===== src/harness_macros.svh =====
/*
 * Shared widths, address map and debug hold-off length for the memory harness.
 * Included by the packages and by every RTL file that sizes a port or a register.
 */
`ifndef HARNESS_MACROS_SVH
`define HARNESS_MACROS_SVH

// ------------------------------
// Bus widths
// ------------------------------
`define HARNESS_ADDR_W 32
`define HARNESS_DATA_W 64
`define HARNESS_BE_W   8

// ------------------------------
// Address map
// ------------------------------
// Boot ROM
`define HARNESS_ROM_BASE  32'h0000_1000
`define HARNESS_ROM_WORDS 16
// Main RAM
`define HARNESS_RAM_BASE  32'h8000_0000
`define HARNESS_RAM_WORDS 256

// Upper half of every ROM word
`define HARNESS_ROM_TAG 32'hB007_0000

// Cycles after reset release before debug requests pass
`define HARNESS_DBG_HOLDOFF 20

`endif


===== src/harness_bus_pkg.sv =====
/*
 * Types of the simple request/response bus between the decoder, the memories
 * and the response mux. Imported inside the bodies of the modules that use them.
 */
`include "harness_macros.svh"

package harness_bus_pkg;

  // ------------------------------
  // Word addressing
  // ------------------------------
  // Index wide enough for the RAM and shared by the ROM
  typedef logic [$clog2(`HARNESS_RAM_WORDS)-1:0] word_idx_t;

  // ------------------------------
  // Request classification
  // ------------------------------
  // Target picked by the address decoder
  typedef enum logic [1:0] {
    TGT_ROM = 2'd0,
    TGT_RAM = 2'd1,
    TGT_ERR = 2'd2
  } target_e;

  // Access direction
  typedef enum logic {
    OP_READ  = 1'b0,
    OP_WRITE = 1'b1
  } bus_op_e;

endpackage


===== src/harness_ifs.sv =====
/*
 * Internal channels of the harness. mem_req_if carries the decoded request into
 * the memories and mem_rsp_if carries the read results to the response mux.
 */
`include "harness_macros.svh"


interface mem_rsp_if;
  import harness_bus_pkg::*;

  logic                       valid;
  bus_op_e                    op;
  target_e                    target;
  logic [`HARNESS_DATA_W-1:0] rom_rdata;
  logic [`HARNESS_DATA_W-1:0] ram_rdata;

  modport mem (output valid, op, target, rom_rdata, ram_rdata);
  modport sel (input  valid, op, target, rom_rdata, ram_rdata);
endinterface


===== src/resp_select.sv =====
/*
 * Output stage. Picks the read data for the response and flags accesses that
 * went to the error target. Purely combinational.
 */
`include "harness_macros.svh"

module resp_select (
  mem_rsp_if.sel                     rsp,
  output logic                       rvalid_o,
  output logic                       err_o,
  output logic [`HARNESS_DATA_W-1:0] rdata_o
);
  import harness_bus_pkg::*;

  logic is_read;

  assign is_read  = rsp.valid && (rsp.op == OP_READ);
  assign rvalid_o = rsp.valid;
  assign err_o    = rsp.valid && (rsp.target == TGT_ERR);

  // Writes and errors return zero data
  always_comb begin
    rdata_o = '0;
    if (is_read) begin
      case (rsp.target)
        TGT_ROM: rdata_o = rsp.rom_rdata;
        TGT_RAM: rdata_o = rsp.ram_rdata;
        default: rdata_o = '0;
      endcase
    end
  end

endmodule


===== src/flat_wrapper.sv =====
// flat-port wrapper written by rule: the top's interface ports become plain ports
module resp_select_flat import harness_bus_pkg::*;
  (rvalid_o, err_o, rdata_o, rsp_valid, rsp_op, rsp_target, rsp_rom_rdata, rsp_ram_rdata);
  mem_rsp_if rsp_i ();
  output logic rvalid_o;
  output logic err_o;
  output logic [`HARNESS_DATA_W-1:0] rdata_o;
  input wire logic [$bits(rsp_i.valid)-1:0] rsp_valid;
  input wire logic [$bits(rsp_i.op)-1:0] rsp_op;
  input wire logic [$bits(rsp_i.target)-1:0] rsp_target;
  input wire logic [$bits(rsp_i.rom_rdata)-1:0] rsp_rom_rdata;
  input wire logic [$bits(rsp_i.ram_rdata)-1:0] rsp_ram_rdata;
  assign rsp_i.valid = rsp_valid;
  assign rsp_i.op = rsp_op;
  assign rsp_i.target = rsp_target;
  assign rsp_i.rom_rdata = rsp_rom_rdata;
  assign rsp_i.ram_rdata = rsp_ram_rdata;
  resp_select u_core (.rsp(rsp_i), .rvalid_o(rvalid_o), .err_o(err_o), .rdata_o(rdata_o));
endmodule

===== config.mk =====
export PLATFORM = sky130hd
export DESIGN_NAME = resp_select_flat
export DESIGN_NICKNAME = d
export VERILOG_FILES = /design/src/harness_bus_pkg.sv /design/src/harness_ifs.sv /design/src/resp_select.sv /design/src/flat_wrapper.sv
export VERILOG_INCLUDE_DIRS = /design/src
export SDC_FILE = /design/constraint.sdc
export NUM_CORES = 1
export LEC_CHECK = 0
export BUFFER_PORTS_ARGS = -buffer_cell sky130_fd_sc_hd__buf_2
export CAP_MARGIN = 40
export CORE_AREA = 2 2 76 78
export DETAILED_ROUTE_END_ITERATION = 6
export DIE_AREA = 0 0 78 80
export MAX_ROUTING_LAYER = met4
export PLACE_DENSITY = 0.72
export SYNTH_ARGS = -nofsm -noshare
export SYNTH_HDL_FRONTEND = slang
export SYNTH_SLANG_ARGS = --single-unit

===== constraint.sdc =====
create_clock -name vclk -period 0.8
set_input_delay 0.04 -clock vclk [all_inputs]
set_output_delay 0.04 -clock vclk [all_outputs]
set_load 0.01 [all_outputs]

==> impl_metrics.env <==
export IMPL_postSynthAreaPerCell_sq_um=7.24
export IMPL_multi_input_area_sq_mm=0.00105
export IMPL_cp_end_kind="output pin"
export IMPL_total_power_mw=0.984
export IMPL_final_core_util=0.418
export IMPL_rsz0062_at_grt="yes"
export IMPL_tightest_slew_ns=0.211
export IMPL_power_per_cell_area_mw_per_mm2=435
export IMPL_via_per_inst=4.21
export IMPL_max_slew_margin=0.855
export IMPL_num_vias=1713
export IMPL_final_min_clock_period_ns=1.07
export IMPL_cpPeakStageDelay_ns=0.42
export IMPL_nClkBuffers=0
export IMPL_nFillCells=570
export IMPL_synth_cells=145
export IMPL_crit_type="input port to output pin"
export IMPL_fmax_mhz=938
export IMPL_die_h_um=80
export IMPL_cp_arrival_ns=1.03
export IMPL_crit_required_ns=0.76
export IMPL_synth_simple_gate_area_frac=0.272
export IMPL_io_buffers=198
export IMPL_dieArea_sq_mm=0.00624
export IMPL_hold_viol=0
export IMPL_synthAdderAreaFrac=0
export IMPL_violations="negative setup slack"
export IMPL_maxCapViolations=0
export IMPL_antenna_found_initial=0
export IMPL_hold_path_class="input port to output pin"
export IMPL_grt_usage=0.122
export IMPL_final_seq_area_sq_um=0
export IMPL_setup_viol=64
export IMPL_critPathMaxFanout=32
export IMPL_grt_pass1_wl_um=6440
export IMPL_drtIter0Drc=19
export IMPL_fin_nets=469
export IMPL_avgRoutedWirePerCell_um=11.0
export IMPL_synth_top_family_by_area="multiplexers"
export IMPL_postCtsHoldBufs=0
export IMPL_rows=27
export IMPL_fin_ws_ns=-0.266
export IMPL_drv_slew=0
export IMPL_outcome="finished with violations"
export IMPL_initial_utilization=0.194
export IMPL_crit_buf_inv=3
export IMPL_leakage_nw=1.42
export IMPL_crit_slowest_cell="or3b_4"
export IMPL_wl_um=4480
export IMPL_syn_num_nets=277
export IMPL_antenna_cells=0
export IMPL_gr_usage_met3=0.00905
export IMPL_yosysWarningCount=0
export IMPL_die_w_um=78
export IMPL_synthMuxAreaShare=0.610
export IMPL_syn2layout_area_growth_pct=115
export IMPL_first_pass_iters=4
export IMPL_synth_cell_types=8
export IMPL_dpl_hpwl_um=3750
export IMPL_critical_path_cell_chain="buf_6 -> or3b_4 -> buf_12 -> nor2_1 -> buf_2"
export IMPL_grt_pass1_vias=1531
export IMPL_io_pins=198
export IMPL_cp_start_kind="input port"
export IMPL_ir_drop_mv=0.171
export IMPL_use_met1=0.119
export IMPL_top_usage_layer="met2"
export IMPL_synth_compound_area_frac=0
export IMPL_syn_area_sq_mm=0.00105
export IMPL_synth_xor_area_share=0
export IMPL_crit_family="simple AND/OR/NAND/NOR gates"
export IMPL_post_route_period_util=1.33
export IMPL_gp_congestion=0.705
export IMPL_seq_cell_count=0
export IMPL_mostFrequentLayoutCells="buf_2 (196), mux2i_1 (64), nor2_2 (60)"
export IMPL_grt_max_degree=33
export IMPL_gr_usage_met2=0.269
export IMPL_mostFrequentLayoutCell="buf_2"
export IMPL_drc=0
export IMPL_antenna_left=0
export IMPL_drive_gt1_frac=0.794
export IMPL_overflow=0
export IMPL_core_sq_mm=0.00541
export IMPL_whs_ns=0.373
export IMPL_seq_area_frac_synth=0
## path summary, 6_finish.rpt
kind	from	to	slack, ns	depth (start not counted)
min	rsp_valid	rvalid_o	0.37	3
max	rsp_target[1]	rdata_o[63]	-0.27	5
## Yosys cell counts
master    n  area share
mux2i_1  64        0.61
nor2_1   53        0.19
nor2_2   11       0.066
buf_6     7       0.075
buf_2     6       0.029
buf_4     2       0.014
and3b_1   1      0.0083
or3b_1    1      0.0083
## kinds of logic after synthesis
family | Yosys count
muxes | 64
and+or+nand+nor | 66
buffers and inverters | 15
## timing repair
action / in CTS / in global routing
gates resized for setup: 1 / 0
endpoints found under the setup margin: 64 / 65
setup buffers: 0 / 0
cloned: 0 / 1
## per-layer routing
metal,part of all wire,vias to the layer above,wire length [um]
met4,0.0022,0,10
met2,0.58,89,2620
met1,0.33,751,1500
met3,0.079,2,352
li1,-,871,-
met5,0,-,0
## report_power, final
part	total, mW	internal [mW]	switching (mW)
Clock	0	0	0
Sequential	0	0	0
Combinational	0.984	0.540	0.443
Total	0.984	0.540	0.443
## layout make-up
cell class | count | share of cell area
tap | 72 | 0.0398
multi-input combinational | 130 | 0.465
timing repair buffer | 205 | 0.495
## per-stage QoR
stage          std cells  TNS (ns)  setup slack (ns)  instance area, sq um
2_1_floorplan        145     -5.70           -0.0950                  1170
3_3_place_gp         406    -15.77            -0.254                  2230
3_5_place_dp         406    -16.16            -0.282                  2230
4_1_cts              406    -15.36            -0.268                  2240
5_1_grt              407    -17.26            -0.317                  2260
6_report             407    -15.25            -0.266                  2260
Note: power is estimated with default switching activity, not from simulation.
