File: config.mk
export PLATFORM = sky130hd
export DESIGN_NAME = debug_gate
export DESIGN_NICKNAME = d
export VERILOG_FILES = /design/src/harness_dbg_pkg.sv /design/src/debug_gate.sv
export VERILOG_INCLUDE_DIRS = /design/src
export SDC_FILE = /design/constraint.sdc
export NUM_CORES = 1
export LEC_CHECK = 0
export BUFFER_PORTS_ARGS = -buffer_cell sky130_fd_sc_hd__buf_2
export CORE_AREA = 2 2 39 41
export CTS_CLUSTER_DIAMETER = 200
export DETAILED_ROUTE_END_ITERATION = 10
export DIE_AREA = 0 0 41 43
export HOLD_SLACK_MARGIN = 0.15
export PLACE_DENSITY = 0.32
export SYNTH_ARGS = -nofsm -noshare
export SYNTH_HDL_FRONTEND = slang
export SYNTH_SLANG_ARGS = --single-unit
File: constraint.sdc
create_clock -name clk_i -period 3.99 [get_ports clk_i]
set_input_delay 0.798 -clock clk_i [delete_from_list [all_inputs] [get_ports clk_i]]
set_output_delay 0.798 -clock clk_i [all_outputs]
set_load 0.02 [all_outputs]
File: src/harness_macros.svh
/*
 * Shared widths, address map and debug hold-off length for the memory harness.
 * Included by the packages and by every RTL file that sizes a port or a register.
 */
`ifndef HARNESS_MACROS_SVH
`define HARNESS_MACROS_SVH

// ------------------------------
// Bus widths
// ------------------------------
`define HARNESS_ADDR_W 32
`define HARNESS_DATA_W 64
`define HARNESS_BE_W   8

// ------------------------------
// Address map
// ------------------------------
// Boot ROM
`define HARNESS_ROM_BASE  32'h0000_1000
`define HARNESS_ROM_WORDS 16
// Main RAM
`define HARNESS_RAM_BASE  32'h8000_0000
`define HARNESS_RAM_WORDS 256

// Upper half of every ROM word
`define HARNESS_ROM_TAG 32'hB007_0000

// Cycles after reset release before debug requests pass
`define HARNESS_DBG_HOLDOFF 20

`endif

File: src/harness_dbg_pkg.sv
/*
 * Types of the debug request gate that holds debug off after reset.
 */
`include "harness_macros.svh"

package harness_dbg_pkg;

  // Wide enough to hold the full hold-off count
  typedef logic [$clog2(`HARNESS_DBG_HOLDOFF + 1)-1:0] holdoff_cnt_t;

  // Gate state
  typedef enum logic {
    DBG_HOLDOFF = 1'b0,
    DBG_ARMED   = 1'b1
  } dbg_state_e;

endpackage

File: src/debug_gate.sv
/*
 * Keeps the external debug request off for a fixed time after reset and
 * whenever debug is disabled. Passes it through without delay once armed.
 */
`include "harness_macros.svh"

module debug_gate (
  input  logic clk_i,
  input  logic rst_ni,
  input  logic debug_req_i,
  input  logic debug_enable_i,
  output logic debug_req_o
);
  import harness_dbg_pkg::*;

  holdoff_cnt_t cnt_q;
  dbg_state_e   state;

  // Armed once the counter has run out
  assign state = (cnt_q != '0) ? DBG_HOLDOFF : DBG_ARMED;

  // ------------------------------
  // Hold-off counter
  // ------------------------------
  always_ff @(posedge clk_i or negedge rst_ni) begin
    if (!rst_ni) begin
      cnt_q <= holdoff_cnt_t'(`HARNESS_DBG_HOLDOFF);
    end else if (state == DBG_HOLDOFF) begin
      cnt_q <= cnt_q - 1'b1;
    end
  end

  assign debug_req_o = (state == DBG_ARMED) && debug_enable_i && debug_req_i;

endmodule

==> impl_metrics.yaml, run 1 <==
setup_path:
  crit_path_max_fanout: 3
  worst_r2r_endpoint: "cnt_q[4]"
  rrSetupSlack_ps: 2660
  path_cells: "inv_1 > ha_1 > nand2b_1 > nor3_2 > and3_1 > buf_2"
  crit_arrival_ps: 1630
  cp.required_ps: 3190
  critPathSlowestCell: "dfrtp_1"
  ff2ff_path_depth: 5
  endpoint_kind: "output port"
  reg2reg_from: "cnt_q[0]"
  worstSetupStartpointType: "flop"
  cpPeakStageDelay_ps: 400
  worstSetupPathType: "flop to output port"
floorplan:
  io_pins: 5
  rows: 14
  start_util_pct: 19.0
  die_h_microns: 43
  dieArea_sq_um: 1760
  die_w_microns: 41
  core_sq_um: 1380
yosys:
  synth_seq_cells: 5
  syn_area_per_cell_sq_um: 10.9
  synth_area_sq_um: 263
  yosysWarnings: 0
  synth_cell_types: 15
  synthesis.nets: 30
  synthesis.instances: 24
  seq_area_frac_synth_pct: 48.6
cts:
  path_clk_slew_ps: 50
  cts_tree: "built"
  cts_setup_buffers: 0
  clk_latency_ps: 240
  cts_buffer_depth: 2
  root_buffer: "clkbuf_4"
  cts.sinks: 5
  htree_levels: 1
  cts_buffers: 3
  hold_buffers: 0
  ctsResizeCount: 0
pwr:
  p_comb_share_pct: 3.3
  vdd_ir_drop_max_uv: 89.6
  power_mw: 0.114
  power_frac_seq_pct: 44.7
  power_frac_clock_pct: 52.0
  pwr_density_cell_nw_per_um2: 347
  p_leak_nw: 0.163
  swShare_pct: 20.7
  internal_power_mw: 0.0905
  p_switching_mw: 0.0236
placed_design:
  post_dp_cell_area_sq_um: 303
  globalplace.congestion: 0.658
  port_buffers: 4
  dp_hpwl_microns: 389
final_layout:
  largest_reg_flops: 5
  drive_gt1_share_pct: 34.4
  fin_area_sq_um: 329
  fin_nets: 39
  layout_common_cells: "4 x inv_1, 4 x buf_2, 3 x clkbuf_4, 3 x dfrtp_1"
  synthToLayoutAreaGrowth_pct: 25.2
  reg_top3: "cnt_q (5)"
  n_antenna_cell: 0
  largest_register: "cnt_q"
global_routing:
  grt_pass1_wl_microns: 786
  grt_overflow: 0
  grt_use_total_pct: 7.46
  grt_pass1_vias: 197
  grt_antenna_before_repair: 0
  grt_max_degree: 6
timing:
  finalSetupTns_ps: 0
  hold_viol_final: 0
  worstMarginPinSlew_ps: 253
  setup_viol_count_final: 0
  drv_slew: 0
  period_share_pct: 60.8
  slew_headroom_pct: 83.1
  clock.fmax_mhz: 413
  fin_crit_ps: 2420
  grt_setup_unrepaired: "no"
  skew_ps: 2.52
  hold_slack_ps: 364
drt:
  drt-total-wl_microns: 486
  first_pass_iters: 2
  drt_iter0_markers: 2
  routedWlPerCell_microns: 10.1
  via_per_inst: 3.96
  ant_nets: 0
  drc: 0
  via_count: 190
outcome:
  run_status: "completed"
flow_run:
  cap_violations: 0
worst_hold_path:
  worstHoldPathType: "primary input to async pin"
per-stage QoR:
step	utilization (%)	instances	worst slack (ps)
after floorplan	-	24	1970
after global placement	21.9	44	1840
after global routing	23.8	48	1430
final	23.8	48	1570
after detailed placement	21.9	44	1810
after CTS	23.8	48	1540
layer usage:
metal	wire (microns)	track usage (%)	up-vias
met2	256	10.3	5
met5	0	0	-
met1	202	7.49	88
met4	0	10.0	0
li1	-	-	97
met3	26	1.57	0
worst max path at each step:
stage | start | end | slack, ps
final | cnt_q[0] | debug_req_o | 1570
after global routing | cnt_q[0] | debug_req_o | 1430
after CTS | cnt_q[0] | debug_req_o | 1540
after detailed placement | cnt_q[0] | debug_req_o | 1810
after global placement | cnt_q[0] | debug_req_o | 1840
after floorplan | cnt_q[0] | debug_req_o | 1970
layout make-up:
cell class	instances	area, sq um
Timing Repair Buffer	4	20.0
Clock buffer	4	26.3
Fill cell	153	1050
Sequential cell	5	128
Multi-Input combinational cell	15	120
Inverter	4	15.0
Tap cell	16	20.0
synthesized netlist by cell type, drive strengths merged:
library cell | number | area share, %
inv | 4 | 5.7
dfrtp | 3 | 29
o211ai | 1 | 2.9
ha | 2 | 9.5
nand2b | 1 | 2.4
and3 | 1 | 2.4
a21o | 1 | 2.9
o21ai | 2 | 3.8
nand3 | 1 | 1.9
dfstp | 2 | 20
xnor2 | 1 | 3.3
nor3 | 3 | 9.5
or3b | 1 | 3.3
mux2i | 1 | 3.8
worst max-delay path: cells and delay by family (launching register included):
kind	cells	cell delay (ps)
and+or+nand+nor	3	550
adders and majority gates	1	190
DFF	1	400
buffers and inverters	2	250
kinds of logic (layout without fill, tap and decap cells):
group           count (synthesis)  count (layout)  share of synthesized area (%)
simple gates                    7               7                           19.5
mux                             1               1                           3.81
xor+xnor                        1               1                           3.33
fa+ha+maj                       2               2                           9.52
flops                           5               5                           48.6
compound gates                  4               4                           9.53
buf+inv                         4              12                           5.71
power by group through the flow:
stage	Sequential (mW)	Combinational (mW)	Clock (mW)
detailed placement	0.0517	0.00390	0
finish	0.0510	0.00380	0.0593
floorplan	0.0517	0.00108	0
global placement	0.0517	0.00383	0
CTS	0.0509	0.00392	0.0630
global route	0.0509	0.00434	0.0660
Power figures use the tool's default switching activity.
==> run 2, diff against run 1 <==
- ABC_AREA: unset -> 1
- PLACE_DENSITY: 0.32 -> 0.36
- clock period: 3.99 -> 2.5 ns (I/O delays scaled with it)
==> run 2 against run 1 <==
  * Sequential share of layout area decreased by 5.8 points
  * Sequential power increased by 60%
  * Worst setup slack got worse by 990 ps
  * Clock skew decreased by 1.9 ps
  * Via count increased by 22%
  * Global-route usage increased by 0.94 points
  * Hold slack improved by 140 ps
==> impl_metrics.yaml, run 2 <==
floorplan:
  die_h_microns: 43
  die_w_microns: 41
  core_sq_um: 1380
  dieArea_sq_um: 1760
  rows: 14
  io_pins: 5
  start_util_pct: 22.4
cts:
  cts_buffer_depth: 2
  cts.sinks: 5
  path_clk_slew_ps: 40
  cts_buffers: 3
  ctsResizeCount: 0
  cts_tree: "built"
  htree_levels: 1
  clk_latency_ps: 240
  root_buffer: "clkbuf_4"
drt:
  via_per_inst: 3.74
  first_pass_iters: 4
  via_count: 232
  routedWlPerCell_microns: 8.06
  drc: 0
  ant_nets: 0
  drt-total-wl_microns: 500
  drt_iter0_markers: 15
global_routing:
  grt_max_degree: 7
  grt_use_total_pct: 8.40
  grt_overflow: 0
  grt_pass1_vias: 232
  grt_antenna_before_repair: 0
  grt_pass1_wl_microns: 959
yosys:
  synthesis.instances: 37
  synthTopCellsByArea: "dfrtp_1 24%, dfstp_2 17%, inv_1 8.5%"
  seq_area_frac_synth_pct: 41.1
  synth_area_sq_um: 310
  synth_top_area_cell: "dfrtp_1"
  syn_area_per_cell_sq_um: 8.39
  netlist.area_leader.share_pct: 24.2
  yosysWarnings: 0
  yosysMostFrequentCell: "inv_1"
  synth_edf_count: 0
  netlist_top_cells_count: "7 x inv_1, 5 x nand2_1, 4 x nand3_1, 4 x nor2_1, 3 x dfrtp_1"
  ys.flop_type: "dfrtp_1"
  synthesis.nets: 43
  async_reset_ff_share_pct: 100
  synth_cell_types: 13
  synth_seq_cells: 5
setup_path:
  cpPeakStageDelay_ps: 370
  crit_path_frequent_cell: "inv_1"
  crit_path_max_fanout: 6
  critPathSlowestCell: "dfrtp_1"
  crit_buf_inv: 3
  worstSetupStartpointType: "flop"
  worstSetupPathType: "flop to output port"
  path_cells: "inv_1 > ha_1 > inv_1 > nor2_4 > nand2_4 > nor2_1 > buf_2"
  endpoint_kind: "output port"
  crit_family: "flip-flops"
  crit_arrival_ps: 1430
  cp.required_ps: 2000
pwr:
  p_comb_share_pct: 4.1
  internal_power_mw: 0.145
  vdd_ir_drop_max_uv: 168
  p_switching_mw: 0.0345
  power_mw: 0.180
  pwr_density_cell_nw_per_um2: 465
  p_leak_nw: 0.198
  swShare_pct: 19.2
  power_frac_seq_pct: 45.3
  power_frac_clock_pct: 50.5
timing:
  period_share_pct: 77.0
  fin_crit_ps: 1930
  skew_ps: 0.596
  finalSetupTns_ps: 0
  setup_viol_count_final: 0
  hold_viol_final: 0
  grt_setup_unrepaired: "no"
  drv_slew: 0
  clock.fmax_mhz: 519
  slew_headroom_pct: 89.4
  worstMarginPinSlew_ps: 159
outcome:
  run_status: "completed"
worst_hold_path:
  worstHoldPathType: "flop to flop"
placed_design:
  dp.cells: 57
  port_buffers: 4
  dp_hpwl_microns: 397
  globalplace.congestion: 0.798
final_layout:
  synthToLayoutAreaGrowth_pct: 24.6
  drive_gt1_share_pct: 37.0
  fillers: 148
  post-route-util_pct: 27.9
  largest_register: "cnt_q"
  n_antenna_cell: 0
  largest_reg_flops: 5
  layout_commonest_cell: "inv_1"
  fin_nets: 53
  fin_cells: 62
  reg_top3: "cnt_q (5)"
  layout_common_cells: "7 x inv_1, 5 x nand2_1, 4 x nor2_1, 4 x nand3_1, 4 x buf_2"
  multiInputGateArea_sq_um: 156
  final-seq-area_sq_um: 128
flow_run:
  cap_violations: 0
## run 2: cell types whose count changed in the layout (fill, tap and decap cells not counted), moves of 3 or more
cell     delta
nor2_1      +4
nand3_1     +3
inv_1       +3
nand2_1     +5
## run 2: power groups by stage
stage               combinational, mW  sequential [mW]  clock (mW)
floorplan                     0.00186           0.0825           0
finish                        0.00742           0.0814      0.0908
CTS                           0.00771           0.0814      0.0976
global route                  0.00834           0.0813       0.101
global placement              0.00634           0.0824           0
detailed placement            0.00651           0.0824           0
## run 2: cell families (layout without fill, tap and decap cells)
family	Yosys count	after routing	share of synthesized area (%)
adders and majority gates	2	2	8.06
DFF	5	5	41.1
and+or+nand+nor	20	20	36.3
AOI/OAI and AO/OA	3	3	6.05
buffers and inverters	7	16	8.47
## run 2: through the flow
stage	setup slack, ps	hold slack (ps)	area, sq um
2_1_floorplan	847	204	310
5_1_grt	438	555	387
6_report	574	509	387
3_3_place_gp	846	323	350
3_5_place_dp	818	326	350
4_1_cts	559	509	387
## run 2: path summary, 6_finish.rpt
| check | endpoint | slack [ps] | start | cells after the start |
|---|---|---|---|---|
| setup / recovery | debug_req_o | 570 | cnt_q[0] | 7 |
| hold / removal | cnt_q[0] | 510 | cnt_q[0] | 2 |
| setup reg to reg | cnt_q[1] | 1330 | cnt_q[0] | 7 |
| hold reg to reg | cnt_q[0] | 510 | cnt_q[0] | 2 |
| max in group asynchronous | cnt_q[4] | 1680 | rst_ni | 2 |
| min in group asynchronous | cnt_q[1] | 610 | rst_ni | 2 |
## run 2: area by class of cell
type                       instances  area share (%)
clock buffer                       4            6.80
timing repair buffer               5            7.77
tap                               16            5.18
sequential                         5            33.0
multi-input combinational         25            40.5
inverter                           7            6.80
## run 2: tightest hold or removal path: stages, from the launching register on
cell,delay [ps]
dfrtp_1,330
nand3_1,80
nand2_1,70
## run 2: per-layer routing
| layer | GRT usage, % | vias up | wire length (microns) |
|---|---|---|---|
| li1 | - | 131 | - |
| met1 | 12.2 | 100 | 278 |
| met2 | 9.69 | 1 | 216 |
| met3 | 3.14 | 0 | 5 |
| met4 | 6.00 | 0 | 0 |
| met5 | 0 | - | 0 |
## run 2: what timing repair did
item                      CTS  global route
hold buffers                1             0
setup buffers               0             0
hold endpoints to repair    3             0
